File: config.mk
export PLATFORM = sky130hd
export DESIGN_NAME = radio_ctrl_top
export DESIGN_NICKNAME = d
export VERILOG_FILES = /design/src/design/radio_ctrl_pkg.sv /design/src/design/spi_if.sv /design/src/design/sys_ctrl.sv /design/src/design/io_ctrl.sv /design/src/design/radio_ctrl_top.sv
export SDC_FILE = /design/constraint.sdc
export NUM_CORES = 1
export LEC_CHECK = 0
export BUFFER_PORTS_ARGS = -buffer_cell sky130_fd_sc_hd__buf_2
export CORE_ASPECT_RATIO = 0.6
export CORE_MARGIN = 3
export CORE_UTILIZATION = 55
export DETAILED_ROUTE_END_ITERATION = 10
export PLACE_DENSITY = 0.73
export REMOVE_ABC_BUFFERS = 1
export SYNTH_ARGS = -nofsm -noshare
export SYNTH_HDL_FRONTEND = slang
export SYNTH_SLANG_ARGS = --single-unit
File: constraint.sdc
create_clock -name i_glob_clock -period 2.7 [get_ports i_glob_clock]
set_input_delay 0.54 -clock i_glob_clock [delete_from_list [all_inputs] [get_ports i_glob_clock]]
set_output_delay 0.54 -clock i_glob_clock [all_outputs]
set_load 0.005 [all_outputs]
File: src/design/radio_ctrl_pkg.sv
package radio_ctrl_pkg;

   //============================================================
   // Register data and addressing types
   //============================================================
   typedef logic [7:0] data_byte_t;   // One register data byte
   typedef logic [4:0] ioc_t;         // Register address inside a module
   typedef logic [1:0] mod_sel_t;     // 0 sys, 1 I/O, 2 reserved, 3 unused
   typedef logic [3:0] cs_onehot_t;   // One bit per module select value

   //============================================================
   // RF front-end mode encoding
   //============================================================
   // Codes 6 and 7 are invalid
   typedef enum logic [2:0] {
      RF_LOW_POWER  = 3'd0,
      RF_RX_LOWPASS = 3'd1,
      RF_RX_HIPASS  = 3'd2,
      RF_TX_LOWPASS = 3'd3,
      RF_TX_HIPASS  = 3'd4,
      RF_BYPASS     = 3'd5
   } rf_mode_t;

   //============================================================
   // Register map
   //============================================================
   // System block
   localparam ioc_t IOC_SYS_VERSION    = 5'd0;  // Read-only firmware version
   localparam ioc_t IOC_SYS_STATUS     = 5'd1;  // Read-only error summary
   localparam ioc_t IOC_SYS_SOFT_RESET = 5'd2;  // Any write resets the I/O block
   localparam ioc_t IOC_SYS_SCRATCH    = 5'd3;  // Free read/write byte

   // I/O block
   localparam ioc_t IOC_IO_RF_MODE = 5'd1;      // rf_mode_t in bits 2:0
   localparam ioc_t IOC_IO_LEDS    = 5'd2;      // led0, led1, ldo enable
   localparam ioc_t IOC_IO_INPUTS  = 5'd3;      // Button and config straps
   localparam ioc_t IOC_IO_MIXER   = 5'd4;      // Mixer enable and FM

   // Fixed readback of the reserved module select
   localparam data_byte_t RESERVED_PATTERN = 8'hA5;

endpackage

File: src/design/spi_if.sv
`timescale 1ns/1ns

module spi_if (
   input  logic                      i_glob_clock,
   input  logic                      i_reset,
   input  logic                      i_spi_sck,
   input  logic                      i_spi_mosi,
   input  logic                      i_spi_cs_b,
   input  radio_ctrl_pkg::data_byte_t i_data_out,   // Registered readback from top
   output logic                      o_spi_miso,
   output radio_ctrl_pkg::ioc_t      o_ioc,
   output radio_ctrl_pkg::data_byte_t o_data_in,
   output radio_ctrl_pkg::cs_onehot_t o_cs,
   output logic                      o_fetch_cmd,
   output logic                      o_load_cmd
);
   import radio_ctrl_pkg::*;

   //============================================================
   // Synchronizers and edge detection
   //============================================================
   logic [2:0] r_sck_sync;    // Two sync flops plus one for edge history
   logic [1:0] r_mosi_sync;
   logic [1:0] r_cs_b_sync;

   logic       w_sck_rise;
   logic       w_sck_fall;
   logic       w_cs_b;

   always_ff @(posedge i_glob_clock) begin
      if (i_reset) begin
         r_sck_sync  <= 3'b000;
         r_mosi_sync <= 2'b00;
         r_cs_b_sync <= 2'b11;           // Idle is deselected
      end else begin
         r_sck_sync  <= {r_sck_sync[1:0], i_spi_sck};
         r_mosi_sync <= {r_mosi_sync[0], i_spi_mosi};
         r_cs_b_sync <= {r_cs_b_sync[0], i_spi_cs_b};
      end
   end

   assign w_sck_rise = r_sck_sync[1] & ~r_sck_sync[2];
   assign w_sck_fall = ~r_sck_sync[1] & r_sck_sync[2];
   assign w_cs_b     = r_cs_b_sync[1];

   //============================================================
   // Bit counter and frame decode
   //============================================================
   logic [4:0]  r_bit_cnt;      // Saturates at 16
   logic [7:0]  r_shift;        // MOSI shift register
   logic        r_write;        // Write flag from byte 1
   logic [7:0]  r_miso_shift;   // Readback shifted out MSB first
   data_byte_t  w_byte;         // Byte including the bit sampled now
   mod_sel_t    w_mod_sel;

   assign w_byte    = {r_shift[6:0], r_mosi_sync[1]};
   assign w_mod_sel = w_byte[6:5];

   // Payload shifter
   always_ff @(posedge i_glob_clock) begin
      if (w_sck_rise) begin
         r_shift <= w_byte;
      end
      if (w_sck_rise && !w_cs_b && r_bit_cnt == 5'd7) begin
         o_ioc <= w_byte[4:0];                     // Address held for the whole frame
      end
      if (w_sck_rise && !w_cs_b && r_bit_cnt == 5'd15) begin
         o_data_in <= w_byte;                      // Write data byte
      end
   end

   // Framing control
   always_ff @(posedge i_glob_clock) begin
      if (i_reset) begin
         r_bit_cnt    <= 5'd0;
         r_write      <= 1'b0;
         r_miso_shift <= 8'h00;
         o_cs         <= '0;
         o_fetch_cmd  <= 1'b0;
         o_load_cmd   <= 1'b0;
      end else begin
         o_fetch_cmd <= 1'b0;                      // Strobes last one cycle
         o_load_cmd  <= 1'b0;
         if (w_cs_b) begin
            // Deselected so drop the frame
            r_bit_cnt    <= 5'd0;
            r_write      <= 1'b0;
            r_miso_shift <= 8'h00;
            o_cs         <= '0;
         end else begin
            if (w_sck_rise) begin
               if (r_bit_cnt != 5'd16) begin
                  r_bit_cnt <= r_bit_cnt + 5'd1;
               end
               if (r_bit_cnt == 5'd7) begin        // End of byte 1
                  r_write     <= w_byte[7];
                  o_cs        <= cs_onehot_t'(4'b0001 << w_mod_sel);
                  o_fetch_cmd <= ~w_byte[7];       // Reads prefetch the register
               end
               if (r_bit_cnt == 5'd15) begin       // End of byte 2
                  o_load_cmd <= r_write;
               end
            end
            if (w_sck_fall) begin
               if (r_bit_cnt == 5'd8) begin
                  r_miso_shift <= i_data_out;      // Readback is settled by now
               end else begin
                  r_miso_shift <= {r_miso_shift[6:0], 1'b0};
               end
            end
         end
      end
   end

   assign o_spi_miso = r_miso_shift[7];

   //============================================================
   // Assertions
   //============================================================
   a_cs_onehot : assert property (@(posedge i_glob_clock) disable iff (i_reset)
      $onehot0(o_cs));
   a_strobe_excl : assert property (@(posedge i_glob_clock) disable iff (i_reset)
      !(o_fetch_cmd && o_load_cmd));

endmodule

File: src/design/sys_ctrl.sv
`timescale 1ns/1ns

module sys_ctrl #(
   parameter radio_ctrl_pkg::data_byte_t FIRMWARE_VERSION = 8'h00
) (
   input  logic                       i_glob_clock,
   input  logic                       i_reset,
   input  radio_ctrl_pkg::ioc_t       i_ioc,
   input  radio_ctrl_pkg::data_byte_t i_data_in,
   input  logic                       i_cs,
   input  logic                       i_fetch_cmd,
   input  logic                       i_load_cmd,
   input  radio_ctrl_pkg::data_byte_t i_error_list,   // One bit per error source
   output radio_ctrl_pkg::data_byte_t o_data_out,
   output logic                       o_soft_reset
);
   import radio_ctrl_pkg::*;

   //============================================================
   // Strobe qualification
   //============================================================
   logic       w_fetch;
   logic       w_load;
   data_byte_t r_scratch;     // Host scratch byte

   assign w_fetch = i_cs & i_fetch_cmd;   // Only when this block is selected
   assign w_load  = i_cs & i_load_cmd;

   //============================================================
   // Register writes
   //============================================================
   always_ff @(posedge i_glob_clock) begin
      if (i_reset) begin
         r_scratch    <= 8'h00;
         o_soft_reset <= 1'b0;
      end else begin
         o_soft_reset <= 1'b0;
         if (w_load) begin
            case (i_ioc)
               IOC_SYS_SOFT_RESET: o_soft_reset <= 1'b1;   // Data value ignored
               IOC_SYS_SCRATCH:    r_scratch    <= i_data_in;
               default: ;                                  // Read only or unmapped
            endcase
         end
      end
   end

   //============================================================
   // Readback
   //============================================================
   always_ff @(posedge i_glob_clock) begin
      if (i_reset) begin
         o_data_out <= 8'h00;
      end else if (w_fetch) begin
         case (i_ioc)
            IOC_SYS_VERSION: o_data_out <= FIRMWARE_VERSION;
            IOC_SYS_STATUS:  o_data_out <= i_error_list;
            IOC_SYS_SCRATCH: o_data_out <= r_scratch;
            default:         o_data_out <= 8'h00;          // Soft reset reads zero
         endcase
      end
   end

endmodule

File: src/design/io_ctrl.sv
`timescale 1ns/1ns

module io_ctrl (
   input  logic                       i_glob_clock,
   input  logic                       i_reset,          // Includes the soft reset
   input  radio_ctrl_pkg::ioc_t       i_ioc,
   input  radio_ctrl_pkg::data_byte_t i_data_in,
   input  logic                       i_cs,
   input  logic                       i_fetch_cmd,
   input  logic                       i_load_cmd,
   input  logic                       i_button,
   input  logic [3:0]                 i_config,         // Board straps
   output radio_ctrl_pkg::data_byte_t o_data_out,
   output logic                       o_config_error,   // Sticky bad mode write
   output logic                       o_rx_h_tx_l,
   output logic                       o_rx_h_tx_l_b,
   output logic                       o_tr_vc1,
   output logic                       o_tr_vc1_b,
   output logic                       o_tr_vc2,
   output logic                       o_shdn_rx_lna,
   output logic                       o_shdn_tx_lna,
   output logic                       o_led0,
   output logic                       o_led1,
   output logic                       o_ldo_2v8_en,
   output logic                       o_mixer_en,
   output logic                       o_mixer_fm
);
   import radio_ctrl_pkg::*;

   //============================================================
   // Mode register and next-mode logic
   //============================================================
   rf_mode_t r_mode;
   rf_mode_t w_mode_next;     // Mode after this cycle's write
   logic     w_mode_bad;      // Write of code 6 or 7
   logic     w_load;
   logic     w_fetch;
   logic     w_tx_mode;
   logic     w_rx_mode;
   logic     w_hipass;

   assign w_load  = i_cs & i_load_cmd;
   assign w_fetch = i_cs & i_fetch_cmd;

   always_comb begin
      w_mode_next = r_mode;
      w_mode_bad  = 1'b0;
      if (w_load && i_ioc == IOC_IO_RF_MODE) begin
         if (i_data_in[2:0] > RF_BYPASS) begin
            w_mode_bad = 1'b1;                   // Keep the old mode
         end else begin
            w_mode_next = rf_mode_t'(i_data_in[2:0]);
         end
      end
   end

   // Decode from the next mode so pins move with the register
   assign w_tx_mode = (w_mode_next == RF_TX_LOWPASS) || (w_mode_next == RF_TX_HIPASS);
   assign w_rx_mode = (w_mode_next == RF_RX_LOWPASS) || (w_mode_next == RF_RX_HIPASS);
   assign w_hipass  = (w_mode_next == RF_RX_HIPASS) || (w_mode_next == RF_TX_HIPASS);

   //============================================================
   // Registers and pins
   //============================================================
   always_ff @(posedge i_glob_clock) begin
      if (i_reset) begin
         r_mode         <= RF_LOW_POWER;
         o_config_error <= 1'b0;
         o_rx_h_tx_l    <= 1'b1;   // Low power values
         o_rx_h_tx_l_b  <= 1'b0;
         o_tr_vc1       <= 1'b0;
         o_tr_vc1_b     <= 1'b1;
         o_tr_vc2       <= 1'b0;
         o_shdn_rx_lna  <= 1'b1;   // Both LNAs shut down
         o_shdn_tx_lna  <= 1'b1;
         o_led0         <= 1'b0;
         o_led1         <= 1'b0;
         o_ldo_2v8_en   <= 1'b0;
         o_mixer_en     <= 1'b0;
         o_mixer_fm     <= 1'b0;
      end else begin
         r_mode         <= w_mode_next;
         o_config_error <= o_config_error | w_mode_bad;
         o_rx_h_tx_l    <= ~w_tx_mode;
         o_rx_h_tx_l_b  <= w_tx_mode;
         o_tr_vc1       <= w_hipass;
         o_tr_vc1_b     <= ~w_hipass;
         o_tr_vc2       <= (w_mode_next == RF_BYPASS);
         o_shdn_rx_lna  <= ~w_rx_mode;
         o_shdn_tx_lna  <= ~w_tx_mode;
         if (w_load && i_ioc == IOC_IO_LEDS) begin
            o_led0       <= i_data_in[0];
            o_led1       <= i_data_in[1];
            o_ldo_2v8_en <= i_data_in[2];
         end
         if (w_load && i_ioc == IOC_IO_MIXER) begin
            o_mixer_en <= i_data_in[0];
            o_mixer_fm <= i_data_in[1];
         end
      end
   end

   //============================================================
   // Readback
   //============================================================
   always_ff @(posedge i_glob_clock) begin
      if (i_reset) begin
         o_data_out <= 8'h00;
      end else if (w_fetch) begin
         case (i_ioc)
            IOC_IO_RF_MODE: o_data_out <= {5'b00000, r_mode};
            IOC_IO_LEDS:    o_data_out <= {5'b00000, o_ldo_2v8_en, o_led1, o_led0};
            IOC_IO_INPUTS:  o_data_out <= {3'b000, i_button, i_config};
            IOC_IO_MIXER:   o_data_out <= {6'b000000, o_mixer_fm, o_mixer_en};
            default:        o_data_out <= 8'h00;
         endcase
      end
   end

   // Complementary switch drives must never overlap
   a_pin_pairs : assert property (@(posedge i_glob_clock) disable iff (i_reset)
      (o_rx_h_tx_l_b == ~o_rx_h_tx_l) && (o_tr_vc1_b == ~o_tr_vc1));

endmodule

File: src/design/radio_ctrl_top.sv
`timescale 1ns/1ns

module radio_ctrl_top #(
   parameter radio_ctrl_pkg::data_byte_t FIRMWARE_VERSION = 8'h12
) (
   input  logic       i_glob_clock,
   input  logic       i_reset,
   // SPI from host
   input  logic       i_mosi,
   input  logic       i_sck,
   input  logic       i_ss,
   output logic       o_miso,
   // Digital straps
   input  logic       i_button,
   input  logic [3:0] i_config,
   // RF front-end
   output logic       o_rx_h_tx_l,
   output logic       o_rx_h_tx_l_b,
   output logic       o_tr_vc1,
   output logic       o_tr_vc1_b,
   output logic       o_tr_vc2,
   output logic       o_shdn_rx_lna,
   output logic       o_shdn_tx_lna,
   // Board controls
   output logic       o_led0,
   output logic       o_led1,
   output logic       o_ldo_2v8_en,
   output logic       o_mixer_en,
   output logic       o_mixer_fm
);
   import radio_ctrl_pkg::*;

   //============================================================
   // Internal signals
   //============================================================
   ioc_t       w_ioc;
   data_byte_t w_rx_data;        // Write data from host
   data_byte_t r_tx_data;        // Registered readback to SPI
   cs_onehot_t w_cs;
   logic       w_fetch;
   logic       w_load;
   logic       w_spi_miso;
   logic       w_soft_reset;
   logic       w_io_reset;       // Hard or soft reset for the I/O block
   logic       w_config_error;
   data_byte_t w_tx_data_sys;
   data_byte_t w_tx_data_io;

   assign w_io_reset = i_reset | w_soft_reset;
   assign o_miso     = i_ss ? 1'b0 : w_spi_miso;   // Quiet while deselected

   //============================================================
   // Instances
   //============================================================
   spi_if spi_if_ins (
      .i_glob_clock (i_glob_clock),
      .i_reset      (i_reset),
      .i_spi_sck    (i_sck),
      .i_spi_mosi   (i_mosi),
      .i_spi_cs_b   (i_ss),
      .i_data_out   (r_tx_data),
      .o_spi_miso   (w_spi_miso),
      .o_ioc        (w_ioc),
      .o_data_in    (w_rx_data),
      .o_cs         (w_cs),
      .o_fetch_cmd  (w_fetch),
      .o_load_cmd   (w_load)
   );

   sys_ctrl #(
      .FIRMWARE_VERSION (FIRMWARE_VERSION)
   ) sys_ctrl_ins (
      .i_glob_clock (i_glob_clock),
      .i_reset      (i_reset),          // Scratch survives a soft reset
      .i_ioc        (w_ioc),
      .i_data_in    (w_rx_data),
      .i_cs         (w_cs[0]),
      .i_fetch_cmd  (w_fetch),
      .i_load_cmd   (w_load),
      .i_error_list ({7'b0000000, w_config_error}),
      .o_data_out   (w_tx_data_sys),
      .o_soft_reset (w_soft_reset)
   );

   io_ctrl io_ctrl_ins (
      .i_glob_clock   (i_glob_clock),
      .i_reset        (w_io_reset),
      .i_ioc          (w_ioc),
      .i_data_in      (w_rx_data),
      .i_cs           (w_cs[1]),
      .i_fetch_cmd    (w_fetch),
      .i_load_cmd     (w_load),
      .i_button       (i_button),
      .i_config       (i_config),
      .o_data_out     (w_tx_data_io),
      .o_config_error (w_config_error),
      .o_rx_h_tx_l    (o_rx_h_tx_l),
      .o_rx_h_tx_l_b  (o_rx_h_tx_l_b),
      .o_tr_vc1       (o_tr_vc1),
      .o_tr_vc1_b     (o_tr_vc1_b),
      .o_tr_vc2       (o_tr_vc2),
      .o_shdn_rx_lna  (o_shdn_rx_lna),
      .o_shdn_tx_lna  (o_shdn_tx_lna),
      .o_led0         (o_led0),
      .o_led1         (o_led1),
      .o_ldo_2v8_en   (o_ldo_2v8_en),
      .o_mixer_en     (o_mixer_en),
      .o_mixer_fm     (o_mixer_fm)
   );

   //============================================================
   // Readback multiplexer
   //============================================================
   always_ff @(posedge i_glob_clock) begin
      if (i_reset) begin
         r_tx_data <= 8'h00;
      end else begin
         case (w_cs)
            4'b0001: r_tx_data <= w_tx_data_sys;
            4'b0010: r_tx_data <= w_tx_data_io;
            4'b0100: r_tx_data <= RESERVED_PATTERN;   // Reserved module
            default: r_tx_data <= 8'h00;              // Unused select or idle
         endcase
      end
   end

endmodule

==> results.txt <==
- Run status: finished clean
- Clock latency on the worst-skew pair: 0.37 ns
- The die covers 0.00755 sq mm.
* Final worst path period share: 0.853
* Count of mapped cells out of synthesis: 341
* GRT Total Usage: 0.211
- Top routing layer in use: met4
- Number of inserted diodes: 0
- Setup repair after global routing missed its margin: false
- The core region is 0.00622 sq mm.
- Buffers placed on the I/O ports in this run total 22.
- The endpoint identified for the worst register-to-register timing path is io_ctrl_ins.o_rx_h_tx_l.
- Post-synth ARST share: 0
- The worst register-to-register path begins at spi_if_ins.o_ioc[2].
* Worst EP required: 2.96 ns
- Max-cap violations in this run came to 0.
* Total power density per cell area: 584 mW/mm^2
- After synthesis the netlist holds a flip-flop and latch count of 92.
* Length of routed met3 wiring: 524 um
- Layout overhead on the synthesized area: 11.0%
- For flop-to-flop paths, the worst setup slack is 0.40 ns.
* Number of cells on the worst hold path: 2
* Via count: 2557
- At the pin with the least slew margin, the transition time is 0.970 ns.
- In this run, post-CTS hold repair placed 0 buffers.
* Fin. Hold Viols: 0
* Final instance count without filler cells: 451
- Gates resized during post-CTS repair numbered 0.
- The number of cells on the worst reg-to-reg path is 4.
- For the final database, setup skew stands at 0.0129 ns.
* Crit start category: flop
* Clock-pin slew on the worst setup and hold paths: 0.09 ns
- For this run, the top clock speed supported by timing is 0.434 GHz.
* Number of detailed-route iterations in the first pass: 4
* Worst Hold Path EP: spi_if_ins.r_cs_b_sync[0]
* Initial antenna violation count: 0
* ANT nets after route: 0
- Effective utilization at floorplan: 0.576
- Number of pins with negative max-slew slack in the final report: 0
- Once layout is complete, the utilization of the core stands at 0.640.
* Num ports: 23
* Path type of the worst setup path: reg -> reg
- Portion of the post-synthesis area used by sequential elements: 0.570
- The first global-routing pass estimated 11700 um of wire.
* Avg Synthesized Cell Area: 10.5 sq um
- Leakage Power: 1.41 nW
* Post-Route WL: 7240 um
- Post-layout total power: 2.32 mW
- On the worst path, the slowest cell contributes a delay of 0.56 ns.
- Once placement completed, the tool counted placed cells totaling 435.
- The initialized floorplan defines 22 standard-cell rows.
- In this run, distinct cell masters in the synthesized netlist total 52.
- For this block, the initial DRC count from the detailed router was 138.
- Cell at the root of the clock tree: clkbuf_8
* WL per Instance: 16.0 um
- Maximum clock path buffer count: 2
- Final layout net count: 375
- Hold timing on the final database bottoms out at a slack of 0.374 ns.
- Worst min-delay path class: in -> reg
* GPL Wtd Cong: 0.880
* Hold path start: i_ss
- Data arrival at the endpoint of the critical path: 2.56 ns
- In the routed design, unresolved DRC markers number 0.
- After detailed routing, the met2 layer carries 2760 um of wire.
* Final-layout setup total negative slack: 0 ns
- Die Y-Extent: 68.5 um
- Worst-case vdd ir drop: 0.481 mV
- Among all flip-flop cells after synthesis, the most frequent one is dfxtp_1.
* Cell area after synthesis: 0.00358 sq mm
* H-tree Lvls: 3
* Cells traversed along the worst timing path: or4b_4 -> or4_1 -> a211o_1 -> mux2_4
- Vias per Instance: 5.67
- # setup viols final: 0
- CTS tree: yes
- Once detailed placement completed, the half-perimeter wirelength came to 5120 um.
- The worst pin sits at a relative slew slack of 0.352.
- In the final routing, the length of wire on met1 measures 3870 um.
- Clock sink total: 92
- In the final layout, the share of cells above drive strength 1 is 0.174.
- Subtracting the final worst setup slack from the clock period gives 2.30 ns.
- Once the clock tree was built, the setup fixing pass inserted 0 buffers.
- Total congestion overflow after global routing: 0
* Cell type of the slowest stage on the worst timing path: or4b_4
- Kind of end point of the critical path: flop
- TritonCTS created 9 clock buffers.
- Entering global routing, the biggest net connects 34 pins.
- The number of global-route vias before repair was 2232.
* Largest fanout on the critical path: 7
- Yosys mapped a number of flops with a built-in enable equal to 20.
* Warnings, synthesis: 0
* Die span in x: 110 um
-- placed cells by master (no fill, tap or decap), types with 2 or more instances in the layout --
cell      count
inv_1         5
nor4_1        2
nand3b_1      2
nand2b_1      5
clkinv_4      3
mux2i_1      23
nor2b_1      11
or2_2         5
xor2_1        4
edfxtp_1     20
or3b_2        2
nand3_1       8
dfxtp_1      72
mux2_2        3
a211oi_1      9
nor3_1        9
buf_2        22
o21ai_0       5
buf_4         9
or3_1         3
a22oi_1      13
nand4_1       6
a32o_1        2
ha_1          3
clkbuf_8      9
a21oi_1      17
nor2_1       49
nand2_1      17
clkinv_2      2
-- state kept, by name (all words and copies together) (netlist names), 3 cells and up --
signal                   cells
spi_if_ins.r_bit_cnt         5
spi_if_ins.r_shift           7
r_tx_data                    8
io_ctrl_ins.o_data_out       5
spi_if_ins.o_ioc             5
spi_if_ins.r_sck_sync        3
spi_if_ins.o_data_in         8
io_ctrl_ins.r_mode           3
spi_if_ins.o_cs              4
sys_ctrl_ins.o_data_out      8
spi_if_ins.r_miso_shift      8
sys_ctrl_ins.r_scratch       8
-- worst max path at each step --
stage	from	endpoint	slack [ns]	cells past startpoint
final	spi_if_ins.o_ioc[2]	io_ctrl_ins.o_rx_h_tx_l	0.40	4
after global placement	spi_if_ins.o_ioc[4]	io_ctrl_ins.o_rx_h_tx_l	0.46	4
after global routing	spi_if_ins.o_ioc[4]	io_ctrl_ins.o_rx_h_tx_l	0.33	4
after CTS	spi_if_ins.o_ioc[4]	io_ctrl_ins.o_rx_h_tx_l	0.41	4
after floorplan	spi_if_ins.r_bit_cnt[0]	spi_if_ins.r_miso_shift[1]	0.49	5
after detailed placement	spi_if_ins.o_ioc[4]	io_ctrl_ins.o_rx_h_tx_l	0.42	4
-- power breakdown --
| part | total [mW] | internal [mW] | switching (mW) |
|---|---|---|---|
| Sequential | 1.42 | 1.41 | 0.00762 |
| Clock | 0.861 | 0.392 | 0.469 |
| Combinational | 0.0428 | 0.0160 | 0.0268 |
| Total | 2.32 | 1.82 | 0.504 |
-- stage by stage --
step | setup slack (ns) | cell area, sq um
4_1_cts | 0.407 | 3980
2_1_floorplan | 0.492 | 3500
3_5_place_dp | 0.425 | 3790
5_1_grt | 0.328 | 3980
3_3_place_gp | 0.465 | 3790
6_report | 0.398 | 3980
-- per-layer routing --
metal	global-route usage	vias up
li1	-	1265
met1	0.324	1215
met2	0.276	67
met3	0.0753	10
met4	0.0538	0
met5	0	-
-- worst max-delay path, delay by kind of cell (launching register included) --
kind            cells  cell delay, ns
flops               1            0.49
mux                 1            0.26
simple gates        2            1.11
compound gates      1            0.34
-- cell usage after synthesis, drive strengths merged (5+ instances only) --
library cell	n	area share
nand2b	5	0.0087
nand4	6	0.010
nand2	17	0.018
clkbuf	20	0.021
a211oi	9	0.019
inv	5	0.0052
nor3	10	0.015
o21ai	5	0.0070
edfxtp	20	0.17
dfxtp	72	0.40
mux2i	24	0.071
nor2b	11	0.019
a21oi	17	0.024
nand3	8	0.011
a22oi	13	0.027
nor2	49	0.051
or2	5	0.0087
-- cell families after synthesis --
logic type / share of synthesized area
muxes: 0.0841
and+or+nand+nor: 0.187
adders and majority gates: 0.0105
buffers and inverters: 0.0286
AOI/OAI and AO/OA: 0.108
DFF: 0.570
xor gates and xnor gates: 0.0122
-- cell type report --
class                           count  area, sq um
Timing Repair Buffer               31          178
Clock buffer                       11          153
Inverter                            5         18.8
Fill cell                         500         2240
Sequential cell                    92         2040
Clock inverter                      5         36.3
Tap cell                           84          105
Multi-Input combinational cell    223         1450
Power figures use the tool's default switching activity.
